$ cat src/hw/decodePkg.sv
`default_nettype none

package decodePkg;

    localparam int InstWidth = 32;
    localparam int AddrWidth = 32;
    localparam int RegNumWidth = 5;
    localparam int ImmWidth = 26;
    localparam logic [RegNumWidth-1:0] LinkReg = 5'd1;   // bl return address

    localparam int MajorLsb = 26;   // bits 31..26
    localparam int MinorLsb = 22;   // bits 25..22
    localparam int SubLsb = 20;     // bits 21..20
    localparam int FuncLsb = 15;    // bits 19..15
    localparam int RkLsb = 10;
    localparam int RjLsb = 5;
    localparam int RdLsb = 0;

    typedef enum logic [2:0] {
        UnitNone = 3'd0,
        UnitAlu = 3'd1,
        UnitDiv = 3'd2,
        UnitMul = 3'd3,
        UnitLsu = 3'd5,
        UnitBru = 3'd7
    } unitClass_e;

    typedef enum logic [2:0] {ImmNone, Imm5, Imm12, Imm16, Imm20, Imm26} immKind_e;

    // per-unit operation index, 1-based
    typedef enum logic [4:0] {
        AluAddW = 5'd1, AluSubW, AluSlt, AluSltu, AluNor, AluAnd, AluOr, AluXor,
        AluSllW, AluSrlW, AluSraW,
        AluSlliW, AluSrliW, AluSraiW,
        AluSlti, AluSltui, AluAddiW, AluAndi, AluOri, AluXori,
        AluLu12iW, AluPcaddu12i
    } aluOp_e;
    typedef enum logic [4:0] {MulW = 5'd1, MulhW, MulhWu} mulOp_e;
    typedef enum logic [4:0] {DivW = 5'd1, ModW, DivWu, ModWu} divOp_e;
    typedef enum logic [4:0] {
        LsuLdB = 5'd1, LsuLdH, LsuLdW, LsuLdBu, LsuLdHu, LsuStB, LsuStH, LsuStW
    } lsuOp_e;
    typedef enum logic [4:0] {
        BruJirl = 5'd1, BruB, BruBl, BruBeq, BruBne, BruBlt, BruBge, BruBltu, BruBgeu
    } bruOp_e;

    typedef struct packed {
        unitClass_e unit;
        logic [4:0] index;
    } microOp_t;

    typedef struct packed {
        logic                 valid;
        logic [AddrWidth-1:0] addr;
        logic [InstWidth-1:0] inst;
        logic                 part;
        logic [AddrWidth-1:0] nextAddr;
    } fetchSlot_t;

    typedef struct packed {
        logic                   valid;
        microOp_t               opcode;
        logic                   immValid;
        logic [ImmWidth-1:0]    imm;
        logic                   src1Valid;
        logic [RegNumWidth-1:0] src1;
        logic                   src2Valid;
        logic [RegNumWidth-1:0] src2;
        logic                   writeValid;
        logic [RegNumWidth-1:0] writeReg;
        logic                   part;
        logic [AddrWidth-1:0]   nextAddr;
        logic [AddrWidth-1:0]   addr;
    } decodedUop_t;

endpackage

`default_nettype wire

$ cat src/hw/instMatch.sv
`timescale 1ns/1ps
`default_nettype none

module instMatch (
    input  logic                            Clk,
    input  logic [decodePkg::InstWidth-1:0] inst,
    output decodePkg::microOp_t             opcode,
    output decodePkg::immKind_e             immKind
);
    import decodePkg::*;

    localparam logic [5:0] MajorArith = 6'd0;
    localparam logic [5:0] MajorLu12i = 6'd5;
    localparam logic [5:0] MajorPcaddu12i = 6'd7;
    localparam logic [5:0] MajorMem = 6'd10;
    localparam logic [5:0] MajorJirl = 6'd19;   // b .. bgeu follow in order
    localparam logic [3:0] MinorRegOps = 4'd0;
    localparam logic [3:0] MinorShift = 4'd1;
    localparam logic [1:0] SubRegReg = 2'd1;
    localparam logic [1:0] SubDiv = 2'd2;
    localparam logic [1:0] SubShift = 2'd0;

    // func codes of the reg/reg group, alu ops then the multiplies
    localparam logic [4:0] RegRegFunc [14] = '{
        5'd0, 5'd2, 5'd4, 5'd5, 5'd8, 5'd9, 5'd10, 5'd11, 5'd14, 5'd15, 5'd16,
        5'd24, 5'd25, 5'd26
    };
    localparam int MulFirst = 11;
    localparam logic [4:0] ShiftFunc [3] = '{5'd1, 5'd9, 5'd17};
    localparam logic [3:0] ImmAluMinor [6] = '{4'd8, 4'd9, 4'd10, 4'd13, 4'd14, 4'd15};
    // in lsu index order, loads first
    localparam logic [3:0] MemMinor [8] = '{4'd0, 4'd1, 4'd2, 4'd8, 4'd9, 4'd4, 4'd5, 4'd6};

    logic [5:0] major;
    logic [3:0] minor;
    logic [1:0] sub;
    logic [4:0] func;
    logic regOpsGroup;
    logic shiftGroup;
    logic [13:0] regRegHit;
    logic [3:0] divHit;
    logic [2:0] shiftHit;
    logic [5:0] immAluHit;
    logic lu12iHit;
    logic pcaddHit;
    logic [7:0] memHit;
    logic [8:0] branchHit;
    logic [45:0] matchLines;

    function automatic microOp_t makeOp(unitClass_e unit, int index);
        microOp_t op;
        op.unit = unit;
        op.index = 5'(index);
        return op;
    endfunction

    assign major = inst[MajorLsb +: 6];
    assign minor = inst[MinorLsb +: 4];
    assign sub = inst[SubLsb +: 2];
    assign func = inst[FuncLsb +: 5];

    assign regOpsGroup = major == MajorArith && minor == MinorRegOps;
    assign shiftGroup = major == MajorArith && minor == MinorShift && sub == SubShift;
    assign lu12iHit = major == MajorLu12i && !inst[25];
    assign pcaddHit = major == MajorPcaddu12i && !inst[25];

    always_comb begin
        for (int i = 0; i < 14; i++) begin
            regRegHit[i] = regOpsGroup && sub == SubRegReg && func == RegRegFunc[i];
        end
        for (int i = 0; i < 4; i++) begin
            divHit[i] = regOpsGroup && sub == SubDiv && func == 5'(i);
        end
        for (int i = 0; i < 3; i++) begin
            shiftHit[i] = shiftGroup && func == ShiftFunc[i];
        end
        for (int i = 0; i < 6; i++) begin
            immAluHit[i] = major == MajorArith && minor == ImmAluMinor[i];
        end
        for (int i = 0; i < 8; i++) begin
            memHit[i] = major == MajorMem && minor == MemMinor[i];
        end
        for (int i = 0; i < 9; i++) begin
            branchHit[i] = major == 6'(MajorJirl + i);
        end
    end

    assign matchLines = {branchHit, memHit, pcaddHit, lu12iHit, immAluHit, shiftHit,
                         divHit, regRegHit};

    // one-hot lines, so plain overwrite is safe
    always_comb begin
        opcode = '0;
        immKind = ImmNone;
        for (int i = 0; i < 14; i++) begin
            if (regRegHit[i]) begin
                opcode = (i < MulFirst) ? makeOp(UnitAlu, AluAddW + i)
                                        : makeOp(UnitMul, MulW + i - MulFirst);
            end
        end
        for (int i = 0; i < 4; i++) begin
            if (divHit[i]) opcode = makeOp(UnitDiv, DivW + i);
        end
        for (int i = 0; i < 3; i++) begin
            if (shiftHit[i]) begin
                opcode = makeOp(UnitAlu, AluSlliW + i);
                immKind = Imm5;
            end
        end
        for (int i = 0; i < 6; i++) begin
            if (immAluHit[i]) begin
                opcode = makeOp(UnitAlu, AluSlti + i);
                immKind = Imm12;
            end
        end
        if (lu12iHit || pcaddHit) begin
            opcode = makeOp(UnitAlu, lu12iHit ? AluLu12iW : AluPcaddu12i);
            immKind = Imm20;
        end
        for (int i = 0; i < 8; i++) begin
            if (memHit[i]) begin
                opcode = makeOp(UnitLsu, LsuLdB + i);
                immKind = Imm12;
            end
        end
        for (int i = 0; i < 9; i++) begin
            if (branchHit[i]) begin
                opcode = makeOp(UnitBru, BruJirl + i);
                immKind = (opcode.index == BruB || opcode.index == BruBl) ? Imm26 : Imm16;
            end
        end
    end

    // encodings of the kept set must never overlap
    matchOneHot: assert property (@(posedge Clk) $onehot0(matchLines));

endmodule

`default_nettype wire

$ cat src/hw/operandPick.sv
`timescale 1ns/1ps
`default_nettype none

module operandPick (
    input  decodePkg::fetchSlot_t  slot,
    input  decodePkg::microOp_t    opcode,
    input  decodePkg::immKind_e    immKind,
    output decodePkg::decodedUop_t uop
);
    import decodePkg::*;

    logic [RegNumWidth-1:0] rd;
    logic [RegNumWidth-1:0] rj;
    logic [RegNumWidth-1:0] rk;
    logic [ImmWidth-1:0] imm;
    logic legal;
    logic isAlu;
    logic isMul;
    logic isDiv;
    logic isLsu;
    logic isBru;
    logic aluRegReg;
    logic aluUpperImm;
    logic isLoad;
    logic isStore;
    logic isJirl;
    logic isBl;
    logic directJump;
    logic condBranch;

    assign rd = slot.inst[RdLsb +: RegNumWidth];
    assign rj = slot.inst[RjLsb +: RegNumWidth];
    assign rk = slot.inst[RkLsb +: RegNumWidth];

    assign legal = opcode != '0;   // zero opcode is illegal
    assign isAlu = opcode.unit == UnitAlu;
    assign isMul = opcode.unit == UnitMul;
    assign isDiv = opcode.unit == UnitDiv;
    assign isLsu = opcode.unit == UnitLsu;
    assign isBru = opcode.unit == UnitBru;

    assign aluRegReg = isAlu && opcode.index <= AluSraW;
    assign aluUpperImm = isAlu && (opcode.index == AluLu12iW || opcode.index == AluPcaddu12i);
    assign isLoad = isLsu && opcode.index < LsuStB;
    assign isStore = isLsu && opcode.index >= LsuStB;
    assign isJirl = isBru && opcode.index == BruJirl;
    assign isBl = isBru && opcode.index == BruBl;
    assign directJump = isBru && (opcode.index == BruB || opcode.index == BruBl);
    assign condBranch = isBru && opcode.index >= BruBeq;

    always_comb begin
        case (immKind)
            Imm5: imm = ImmWidth'(slot.inst[14:10]);
            Imm12: imm = ImmWidth'(slot.inst[21:10]);
            Imm16: imm = ImmWidth'(slot.inst[25:10]);
            Imm20: imm = ImmWidth'(slot.inst[24:5]);
            Imm26: imm = {slot.inst[9:0], slot.inst[25:10]};   // offs[25:16] on top
            default: imm = '0;
        endcase
    end

    always_comb begin
        uop.valid = slot.valid;
        uop.opcode = opcode;
        uop.immValid = legal && immKind != ImmNone;
        uop.imm = imm;
        uop.src1Valid = legal && !aluUpperImm && !directJump;
        uop.src1 = rj;
        uop.src2Valid = legal && (aluRegReg || isMul || isDiv || condBranch || isStore);
        uop.src2 = (condBranch || isStore) ? rd : rk;   // compare / store data sits in rd
        uop.writeValid = legal && (isAlu || isMul || isDiv || isLoad || isJirl || isBl);
        uop.writeReg = isBl ? LinkReg : rd;
        uop.part = slot.part;
        uop.nextAddr = slot.nextAddr;
        uop.addr = slot.addr;
    end

endmodule

`default_nettype wire

$ cat src/hw/decodeStageReg.sv
`timescale 1ns/1ps
`default_nettype none

module decodeStageReg #(
    parameter int SlotCount = 2
) (
    input  logic                                   Clk,
    input  logic                                   reset,
    input  logic                                   decodeStop,
    input  logic                                   decodeFlush,
    input  decodePkg::decodedUop_t [SlotCount-1:0] nextUops,
    output decodePkg::decodedUop_t [SlotCount-1:0] decodedUops
);

    // flush beats stop, stop beats load
    always_ff @(posedge Clk) begin
        if (reset || decodeFlush) begin
            decodedUops <= '0;
        end else if (!decodeStop) begin
            for (int k = 0; k < SlotCount; k++) begin
                if (nextUops[k].valid) begin
                    decodedUops[k] <= nextUops[k];
                end else begin
                    decodedUops[k] <= '0;   // empty slot carries no stale fields
                end
            end
        end
    end

    for (genvar k = 0; k < SlotCount; k++) begin : gClearCheck
        clearedAfterFlush: assert property (
            @(posedge Clk) (reset || decodeFlush) |=> !decodedUops[k].valid
        );
    end

    heldOnStop: assert property (
        @(posedge Clk) (decodeStop && !decodeFlush && !reset)
            |=> decodedUops == $past(decodedUops)
    );

endmodule

`default_nettype wire

$ cat src/hw/decodeStage.sv
`timescale 1ns/1ps
`default_nettype none

module decodeStage #(
    parameter int SlotCount = 2
) (
    input  logic                                   Clk,
    input  logic                                   reset,
    input  logic                                   decodeStop,
    input  logic                                   decodeFlush,
    input  decodePkg::fetchSlot_t [SlotCount-1:0]  fetchSlots,
    output decodePkg::decodedUop_t [SlotCount-1:0] decodedUops
);
    import decodePkg::*;

    microOp_t [SlotCount-1:0] opcodes;
    immKind_e [SlotCount-1:0] immKinds;
    decodedUop_t [SlotCount-1:0] nextUops;

    // one matcher and picker per issue slot
    for (genvar k = 0; k < SlotCount; k++) begin : gSlot
        instMatch matcher (
            .Clk     (Clk),
            .inst    (fetchSlots[k].inst),
            .opcode  (opcodes[k]),
            .immKind (immKinds[k])
        );

        operandPick picker (
            .slot    (fetchSlots[k]),
            .opcode  (opcodes[k]),
            .immKind (immKinds[k]),
            .uop     (nextUops[k])
        );
    end

    decodeStageReg #(
        .SlotCount (SlotCount)
    ) stageReg (
        .Clk         (Clk),
        .reset       (reset),
        .decodeStop  (decodeStop),
        .decodeFlush (decodeFlush),
        .nextUops    (nextUops),
        .decodedUops (decodedUops)
    );

endmodule

`default_nettype wire

$ cat config.mk
export PLATFORM = sky130hd
export DESIGN_NAME = decodeStage
export DESIGN_NICKNAME = d
export VERILOG_FILES = /design/src/hw/decodePkg.sv /design/src/hw/instMatch.sv /design/src/hw/operandPick.sv /design/src/hw/decodeStageReg.sv /design/src/hw/decodeStage.sv
export SDC_FILE = /design/constraint.sdc
export NUM_CORES = 1
export LEC_CHECK = 0
export ABC_AREA = 1
export BUFFER_PORTS_ARGS = -buffer_cell sky130_fd_sc_hd__clkbuf_2
export CAP_MARGIN = 20
export CORE_AREA = 2 2 169 171
export CTS_CLUSTER_DIAMETER = 40
export DETAILED_ROUTE_END_ITERATION = 10
export DIE_AREA = 0 0 171 173
export PLACE_DENSITY = 0.67
export SETUP_SLACK_MARGIN = 0.3
export SYNTH_ARGS = -nofsm -noshare
export SYNTH_HDL_FRONTEND = slang
export SYNTH_SLANG_ARGS = --single-unit
$ cat constraint.sdc
create_clock -name Clk -period 5.4 [get_ports Clk]
set_input_delay 0.27 -clock Clk [delete_from_list [all_inputs] [get_ports Clk]]
set_output_delay 0.27 -clock Clk [all_outputs]
set_load 0.02 [all_outputs]
**Word-level counts from Yosys, hierarchy flattened**

Index checks and enable logic that the tools add are counted.

- Flip-flop bits (word level): 238
- Latch bits: 0
- RAM bits: 0
- Memory bits (read-only): 0
- Input port bits: 200
- Output and inout bits: 238
- Memories kept: 0

- Add/sub/neg operators: 0
- Multiply operators: 0
- Div/mod/pow operators: 0
- $lt $le $gt $ge: 8
- Equal/unequal tests: 112
- Shift operators: 0
- Multiplexer cells: 154
- Bitwise logic cells: 0
- Reductions and logical operators: 155

Operators with widths:

| cell | number |
|---|---|
| $mux 8 | 34 |
| $pmux 26 s5 | 2 |
| $mux 119 | 2 |
| $mux 7 | 34 |
| $mux 6 | 22 |
| $logic_and 1x1->1 | 110 |
| $eq 6x5->1 const B | 18 |
| $mux 3 | 36 |
| $eq 5x5->1 const B | 14 |
| $eq 5x4->1 const B | 12 |
| $eq 4x4->1 const B | 12 |
| $eq 5x2->1 const B | 8 |
| $mux 2 | 14 |
| $logic_or 1x1->1 | 27 |
| $eq 3x2->1 const B | 8 |
| $eq 3x3->1 const B | 8 |
| $eq 4x3->1 const B | 6 |
| $eq 6x3->1 const B | 4 |
| $eq 5x1->1 const B | 4 |
| $eq 5x3->1 const B | 4 |
| $ge 5x3->1 const B | 4 |
| $mux 5 | 4 |
| $reduce_bool 8->1 | 2 |
| $eq 3x1->1 const B | 4 |
| other kinds (14) | 36 |

**Longest topological paths before layout**

Gate-level depths: netlist of the first run.

- Word-level depth: 57
- Mapped depth: 20

**Hierarchy**

From an unflattened synthesis of the first run, not the netlist that was laid out.

- Cells, all modules: 1866
- Area, all modules: 13830.8 um^2

Modules (own cells, without submodules):

| module | times used | cells an instance | area each (um^2) |
|---|---|---|---|
| decodeStageReg | 1 | 1060 | 9524.1 |
| operandPick | 2 | 224 | 1241.2 |
| instMatch | 2 | 179 | 912.1 |

**Least setup slack after synthesis of the first run**

OpenSTA, ideal clock, no wires.

- Kind: input port to flip-flop
- Start: in fetchSlots[160] in the netlist's numbering
- End: reg stageReg.decodedUops[194] (netlist name)
- Library setup time: 0.132 ns
- Data arrival time: 1.856 ns
- Required time: 5.268 ns
- Setup slack: 3.412 ns
- Stages on the path: 16
- Cells stage by stage: nor2_1 nand3_4 nor2_8 nand2_4 a211oi_1 nor2_1 nand3_1 nor2_1 a21oi_1 nand2_1 nand2_2 nand2_4 nand2_4 nand2_1 nand3_1 a21oi_1

- Longest elaborated chain between the ends: 54
- Elaborated cells between the ends (all ways): 111

Ends and longest elaborated chain:

| element | line | source |
|---|---|---|
| start: declaration | decodeStage.sv:11 | `input decodePkg::fetchSlot_t [SlotCount-1:0] fetchSlots,` |
| $logic_not 6->1 | instMatch.sv:62, instMatch.sv:63, instMatch.sv:78 |  |
| $logic_and 1x1->1 | instMatch.sv:62 | `assign regOpsGroup = major == MajorArith && minor == MinorRegOps;` |
| $logic_and 1x1->1 (2 in a row) | instMatch.sv:69 | `regRegHit[i] = regOpsGroup && sub == SubRegReg && func == RegRegFunc[i];` |
| $mux 6 (11 in a row) | instMatch.sv:96 | `if (regRegHit[i]) begin` |
| $mux 7 (3 in a row) | instMatch.sv:96 |  |
| $mux 7 (4 in a row) | instMatch.sv:102 | `if (divHit[i]) opcode = makeOp(UnitDiv, DivW + i);` |
| $mux 7 (3 in a row) | instMatch.sv:105 | `if (shiftHit[i]) begin` |
| $mux 7 (6 in a row) | instMatch.sv:111 | `if (immAluHit[i]) begin` |
| $mux 7 | instMatch.sv:116 | `if (lu12iHit \|\| pcaddHit) begin` |
| $mux 8 (8 in a row) | instMatch.sv:121 | `if (memHit[i]) begin` |
| $mux 8 (8 in a row) | instMatch.sv:127 | `if (branchHit[i]) begin` |
| $mux 8 * | instMatch.sv:127 |  |
| $ge 5x3->1, or another cell as far along | operandPick.sv:49 | `assign condBranch = isBru && opcode.index >= BruBeq;` |
| $logic_and 1x1->1, on equally long branches | operandPick.sv:49, operandPick.sv:45 |  |
| $logic_or 1x1->1 * | operandPick.sv:70 | `uop.src2 = (condBranch \|\| isStore) ? rd : rk;` |
| $mux 5 * | operandPick.sv:70 |  |
| $mux 119 * | decodeStageReg.sv:21 | `if (nextUops[k].valid) begin` |

Every way passes the cells marked *; elsewhere a longest branch is shown, timed or not.
A chain may end at the register's enable or synchronous reset.

**Worst setup path after layout of the first run**

- Start: in fetchSlots[63] in the netlist's numbering
- End: reg stageReg.decodedUops[86] (netlist name)

- Longest elaborated chain between the ends: 34
- Elaborated cells between the ends (all ways): 69

Ends and longest elaborated chain:

| element | line | source |
|---|---|---|
| $logic_not 6->1 | instMatch.sv:63, instMatch.sv:78 |  |
| $logic_and 1x1->1 (2 in a row) | instMatch.sv:63 | `assign shiftGroup = major == MajorArith && minor == MinorShift && sub == SubShift;` |
| $logic_and 1x1->1 | instMatch.sv:75 | `shiftHit[i] = shiftGroup && func == ShiftFunc[i];` |
| $mux 1 (3 in a row) | instMatch.sv:105 |  |
| $mux 2 (6 in a row) | instMatch.sv:111 |  |
| $mux 3 | instMatch.sv:116 |  |
| $mux 3 (8 in a row) | instMatch.sv:121 |  |
| $mux 3 (8 in a row) | instMatch.sv:127 |  |
| $mux 3 * | instMatch.sv:127 |  |
| $eq 3x3->1, or another cell as far along | operandPick.sv:52 | `case (immKind)` |
| $pmux 26 s5 * | operandPick.sv:52 |  |
| $mux 119 * | decodeStageReg.sv:21 |  |

Marked as above.

==> results of run 1 <==
-- metal layers --
layer  part of all wire (%)  routed length, um  track usage, %
met4                    5.1               2200            14.7
met1                     39              16600            32.3
met3                    7.7               3300            5.29
met2                     48              20800            47.6
met5                      0                  0               0
-- worst max-delay path by stage --
stage / startpoint / endpoint / slack, ns / cells past startpoint
2_1_floorplan: fetchSlots[160] / stageReg.decodedUops[194] / 3.41 / 16
3_3_place_gp: fetchSlots[63] / stageReg.decodedUops[89] / 2.52 / 12
3_5_place_dp: fetchSlots[63] / stageReg.decodedUops[86] / 2.45 / 12
4_1_cts: fetchSlots[63] / stageReg.decodedUops[86] / 2.97 / 12
5_1_grt: fetchSlots[63] / stageReg.decodedUops[95] / 2.65 / 12
6_report: fetchSlots[63] / stageReg.decodedUops[86] / 2.94 / 12
-- repair_timing --
item,4_1_cts,5_1_grt
setup buffers,0,0
endpoints found under the hold margin,116,0
gates resized for setup,0,0
hold buffers,116,0
-- worst reg2reg max path, stage by stage, from the launching register on --
cell and delay, ns:
dfxtp_1 0.34, nand2_1 0.08, a21oi_1 0.23
-- synth_stat cells, types with 18 or more instances --
master,n
nor2_1,85
a21oi_1,245
o22ai_1,31
inv_1,110
nand3_1,81
clkbuf_1,63
nand2_1,543
o21ai_0,18
dfxtp_1,238
nor3_1,24
nand4_1,31
-- per-stage QoR --
| stage | hold WS (ns) | area, um2 | utilization (%) | setup WS, ns |
|---|---|---|---|---|
| detailed placement | 0.454 | 13200 | 47.8 | 2.45 |
| floorplan | 0.415 | 10800 | - | 3.41 |
| finish | 0.0143 | 15700 | 56.7 | 2.94 |
| global placement | 0.443 | 13200 | 47.8 | 2.52 |
| CTS | 0.000438 | 15700 | 56.7 | 2.97 |
| global route | 0.0174 | 15700 | 56.7 | 2.65 |
-- logic make-up (layout without fill, tap and decap cells) --
family	count (synthesis)	count (layout)	share of synthesized area (%)
DFF	238	238	44.1
AOI/OAI and AO/OA	320	320	15.8
and+or+nand+nor	812	812	32.7
other	0	2	0
buffers and inverters	205	749	7.36
-- power by group --
group | internal, W | total, W | switching, W
Sequential | 0.00179 | 0.00180 | 0.0000150
Combinational | 0.000180 | 0.000489 | 0.000309
Clock | 0.00162 | 0.00248 | 0.000864
Total | 0.00358 | 0.00477 | 0.00119
-- cells in the final DEF (no fill, tap or decap), types with 6 or more instances in the layout --
| master | netlist | routed |
|---|---|---|
| nand4_1 | 31 | 31 |
| a21oi_1 | 245 | 245 |
| dfxtp_1 | 238 | 238 |
| nor2_1 | 85 | 85 |
| o211ai_1 | 6 | 6 |
| clkbuf_16 | 0 | 39 |
| clkbuf_2 | 0 | 436 |
| nand2_1 | 543 | 543 |
| o21ai_0 | 18 | 18 |
| nor2_2 | 12 | 12 |
| clkbuf_8 | 0 | 8 |
| clkinv_2 | 0 | 10 |
| nor3_1 | 24 | 24 |
| o22ai_1 | 31 | 31 |
| nand3_1 | 81 | 81 |
| dlygate4sd3_1 | 0 | 116 |
| inv_1 | 110 | 108 |
| inv_2 | 12 | 13 |
-- layout make-up --
cell class	instances	area [um2]
clock inverter	18	209
timing repair buffer	559	3410
tap	378	473
sequential	238	4760
fill	2586	12000
multi-input combinational	1132	5250
clock buffer	50	1100
inverter	122	459
antenna	2	5.00
==> out/results.ini, run 1 <==
[status]
status = complete, no violations

[finish]
largest_register_ffs = 238
final_nets = 2291
top_regs = stageReg.decodedUops: 238 flops
syn2layout_area_growth_pct = 45.0
layout-drive-gt1-share_pct = 26.6
stdcell_count = 2499
largest_register = stageReg.decodedUops

[sta]
finalSetupTns_ns = 0
slew_headroom_pct = 31.7
max_freq_mhz = 407
rsz0062_at_grt = false
period_share_pct = 45.5
worstMarginPinSlew_ns = 1.02
min_period_ns = 2.46
setup_viol = 0
skew_ns = 0
slew_violations = 0
hold_viol_final = 0

[clock_network]
cts_tree = yes
cts_buffer_depth = 3
htree_levels = 2
numCtsBuffers = 38
cts_sinks = 238
clkTransAtPathRegs_ns = 0.05
worstSkewPairLatency_ns = 0.51
clockRootBuffer = clkbuf_16

[yosys]
syn_area_per_cell_um2 = 6.86
netlist.area_leader.share_pct = 44.1
synthesis.nets = 1775
synthCells = 1575
synthesis.area_um2 = 10800
synth_edf_count = 0
ys_top_cells_by_area = dfxtp_1 (44%), nand2_1 (19%), a21oi_1 (11%)
ys_ff_latch = 238
yosysWarnings = 0
synthFlopType = dfxtp_1
ys_seq_area_share_pct = 44.1
ys_types = 46
yosysTopAreaCell = dfxtp_1
async_flop_share_pct = 0

[routing]
via_count = 12900
wl_per_cell_um = 17.1
drtIter0Drc = 1299
firstDrtPassIters = 6
vias_per_cell = 5.15
ant_nets = 0
drt-total-wl_um = 42800
drcViolationCount = 0

[floorplan]
rows = 61
initial_core_util_pct = 39.1
die_h_um = 173
die_w_um = 171
fp.dieArea_um2 = 29600
boundaryPins = 438
core-area_um2 = 27600

[pwr]
leakage_nw = 7.03
power_per_cell_area_nw_per_um2 = 305
peakVddDrop_mv = 0.270
total_power_w = 0.00477

[placed_design]
dp_hpwl_um = 29700
place_inst = 2313
port_buffers = 437
gp_congestion = 0.933

[setup_path]
path_delay_family = simple AND/OR/NAND/NOR gates
timing.rr.end = stageReg.decodedUops[40]
end_kind = flip-flop
crit_chain = clkbuf_2, nor2_1, inv_1, nor4_4, inv_2, o21ai_1, nor2_1, nand3_1, nor2_1, nor2_2, nand2_1, a21oi_1
critPathMaxFanout = 21
r2r_setup_slack_ns = 4.66
critPathLaunchType = primary input
critical_path_class = in2reg
required_ns = 5.82
timing.critical_path.buf_inv = 3
reg2reg_depth = 2
max_stage_delay_ns = 0.66
reg2reg_from = stageReg.decodedUops[40]
critPathSlowestCell = nor2_2
path_common_cell = nor2_1
crit_arrival_ns = 2.88

[job]
maxCapViolCount = 0

[global_routing]
grt_overflow = 0
grt_antenna_before_repair = 2
grt_pass1_wl_um = 66300
grt_use_total_pct = 27.7
grt_max_degree = 140
first_global_vias = 12700

[min_path]
hp-start = fetchSlots[188]
min_path_type = in2reg
hold-path-cell-count = 3
min_to = stageReg.decodedUops[144]

Power figures use the tool's default switching activity.
==> run 2, diff against run 1 <==
CORE_AREA = 2 2 170 172   (was 2 2 169 171)
DIE_AREA = 0 0 172 174   (was 0 0 171 173)
PLACE_DENSITY = 0.69   (was 0.67)
clock period = 2.23 ns   (was 5.4 ns; I/O delays follow)
==> run 2 against run 1 <==
Cell count grew 4.7%. Design area grew 7.1%. Register-to-register slack lost 3.2 ns. Largest cell class unchanged. Largest power group unchanged. Highest routed layer unchanged.
==> out/results.ini, run 2 (same netlist as run 1, synthesis figures left out) <==
[placed_design]
place_inst = 2400
gp_congestion = 0.973
port_buffers = 437
dp_hpwl_um = 30600

[routing]
firstDrtPassIters = 5
drt-total-wl_um = 44300
drtIter0Drc = 973
via_count = 13400
drcViolationCount = 0
ant_nets = 0
vias_per_cell = 5.12
wl_per_cell_um = 16.9

[sta]
min_period_ns = 1.78
skew_ns = 0
max_freq_mhz = 562
hold_viol_final = 0
period_share_pct = 79.9
rsz0062_at_grt = true
slew_violations = 0
slew_headroom_pct = 43.0
whs_ns = 0.0133
setup_viol = 0
worstMarginPinSlew_ns = 0.856

[min_path]
hold-path-cell-count = 3
min_to = stageReg.decodedUops[118]
min_path_type = in2reg
hp-start = fetchSlots[97]

[finish]
largest_register_ffs = 238
fin_util_pct = 59.4
syn2layout_area_growth_pct = 55.3
largest_register = stageReg.decodedUops
stdcell_count = 2617
final_nets = 2407
final_common_cell = nand2_1
final_cell_mix = nand2_1 (542), clkbuf_2 (436), a21oi_1 (244)
top_regs = stageReg.decodedUops: 238 flops
layout-drive-gt1-share_pct = 29.3

[setup_path]
r2r_setup_slack_ns = 1.47
reg2reg_depth = 2
critPathMaxFanout = 6
critical_path_class = in2reg
timing.critical_path.buf_inv = 3
path_delay_family = simple AND/OR/NAND/NOR gates
reg2reg_from = stageReg.decodedUops[189]
end_kind = flip-flop
crit_arrival_ns = 2.16
timing.rr.end = stageReg.decodedUops[189]
max_stage_delay_ns = 0.27
crit_chain = clkbuf_2, nor2_4, buf_4, o221ai_1, nand2_1, nor2_1, nand3b_2, nor2_1, nand4_1, nor2_2, nor3_1, buf_4, o21ai_1, a21oi_1
required_ns = 2.61
critPathLaunchType = primary input
critPathSlowestCell = o221ai_1

[floorplan]
initial_core_util_pct = 38.3
core-area_um2 = 28200
boundaryPins = 438
die_h_um = 174
rows = 62
die_w_um = 172
fp.dieArea_um2 = 29900

[global_routing]
grt_pass1_wl_um = 68100
first_global_vias = 13100
busiest_layer = met2
grt_use_total_pct = 28.4
gr-usage-met2_pct = 48.8
grt_overflow = 0
grt_max_degree = 161
grt_antenna_before_repair = 1
globalRouteMet3Util_pct = 6.81
met1_usage_pct = 32.8

[clock_network]
worstSkewPairLatency_ns = 0.50
cts_sinks = 238
clockRootBuffer = clkbuf_16
htree_levels = 2
numCtsBuffers = 36
cts_tree = yes
cts_buffer_depth = 3
clkTransAtPathRegs_ns = 0.05

[status]
status = complete, no violations

[job]
maxCapViolCount = 0

[pwr]
peakVddDrop_mv = 0.834
power_per_cell_area_nw_per_um2 = 697
leakage_nw = 7.59

-- run 2: cell types whose count changed in the layout (fill, tap and decap cells not counted), moves of 3 or more --
| cell | previous run | this run |
|---|---|---|
| dlygate4sd3_1 | 116 | 150 |
| nor2_1 | 85 | 80 |
| nor2_2 | 12 | 17 |
| clkinv_2 | 10 | 5 |
| clkbuf_16 | 39 | 36 |
| buf_4 | 5 | 80 |
| buf_12 | 1 | 10 |
-- run 2: worst max path at each step --
stage,startpoint,to,depth (start not counted)
floorplan,fetchSlots[160],stageReg.decodedUops[194],16
global placement,fetchSlots[58],stageReg.decodedUops[72],19
detailed placement,fetchSlots[58],stageReg.decodedUops[72],19
CTS,fetchSlots[58],stageReg.decodedUops[72],19
global route,fetchSlots[60],stageReg.decodedUops[72],20
finish,fetchSlots[55],stageReg.decodedUops[76],14
-- run 2: through the flow --
step                power [W]  setup TNS [ns]  cell area [um2]  worst slack [ns]
detailed placement    0.00554          -0.658            13900            -0.116
global route           0.0121               0            16800             0.295
floorplan             0.00500               0            10800             0.401
global placement      0.00554          -0.394            13900           -0.0756
finish                 0.0117               0            16800             0.449
CTS                    0.0117               0            16700             0.432
-- run 2: cell type report --
type | count | area, um2
Multi-Input combinational cell | 1132 | 5290
Sequential cell | 238 | 4760
Clock inverter | 20 | 298
Antenna cell | 1 | 2.50
Inverter | 122 | 462
Fill cell | 2535 | 11500
Timing Repair Buffer | 677 | 4500
Clock buffer | 43 | 987
Tap cell | 384 | 480
-- run 2: per-layer routing --
metal / routed length, um / vias to the layer above / share of wire [%]
met5: 0 / - / 0
met4: 2260 / 0 / 5.1
met3: 3580 / 159 / 8.1
met2: 21200 / 629 / 48
met1: 17300 / 6165 / 39
li1: - / 6443 / -
-- run 2: worst register-to-register path, stage by stage, from the launching register on --
cell and delay [ns]:
dfxtp_1 0.43, nand2_1 0.08, a21oi_1 0.18
-- run 2: what timing repair did --
action	4_1_cts	5_1_grt
endpoints found under the setup margin	0	14
hold buffers	150	0
gates resized for setup	0	15
endpoints found under the hold margin	171	0
buffers inserted	0	3
-- run 2: power by group --
part | switching [W] | total, W | internal [W] | leakage, nW
Combinational | 0.000790 | 0.00136 | 0.000565 | 5.04
Clock | 0.00210 | 0.00598 | 0.00389 | 0.630
Sequential | 0.0000369 | 0.00436 | 0.00432 | 1.92
Total | 0.00293 | 0.0117 | 0.00877 | 7.59
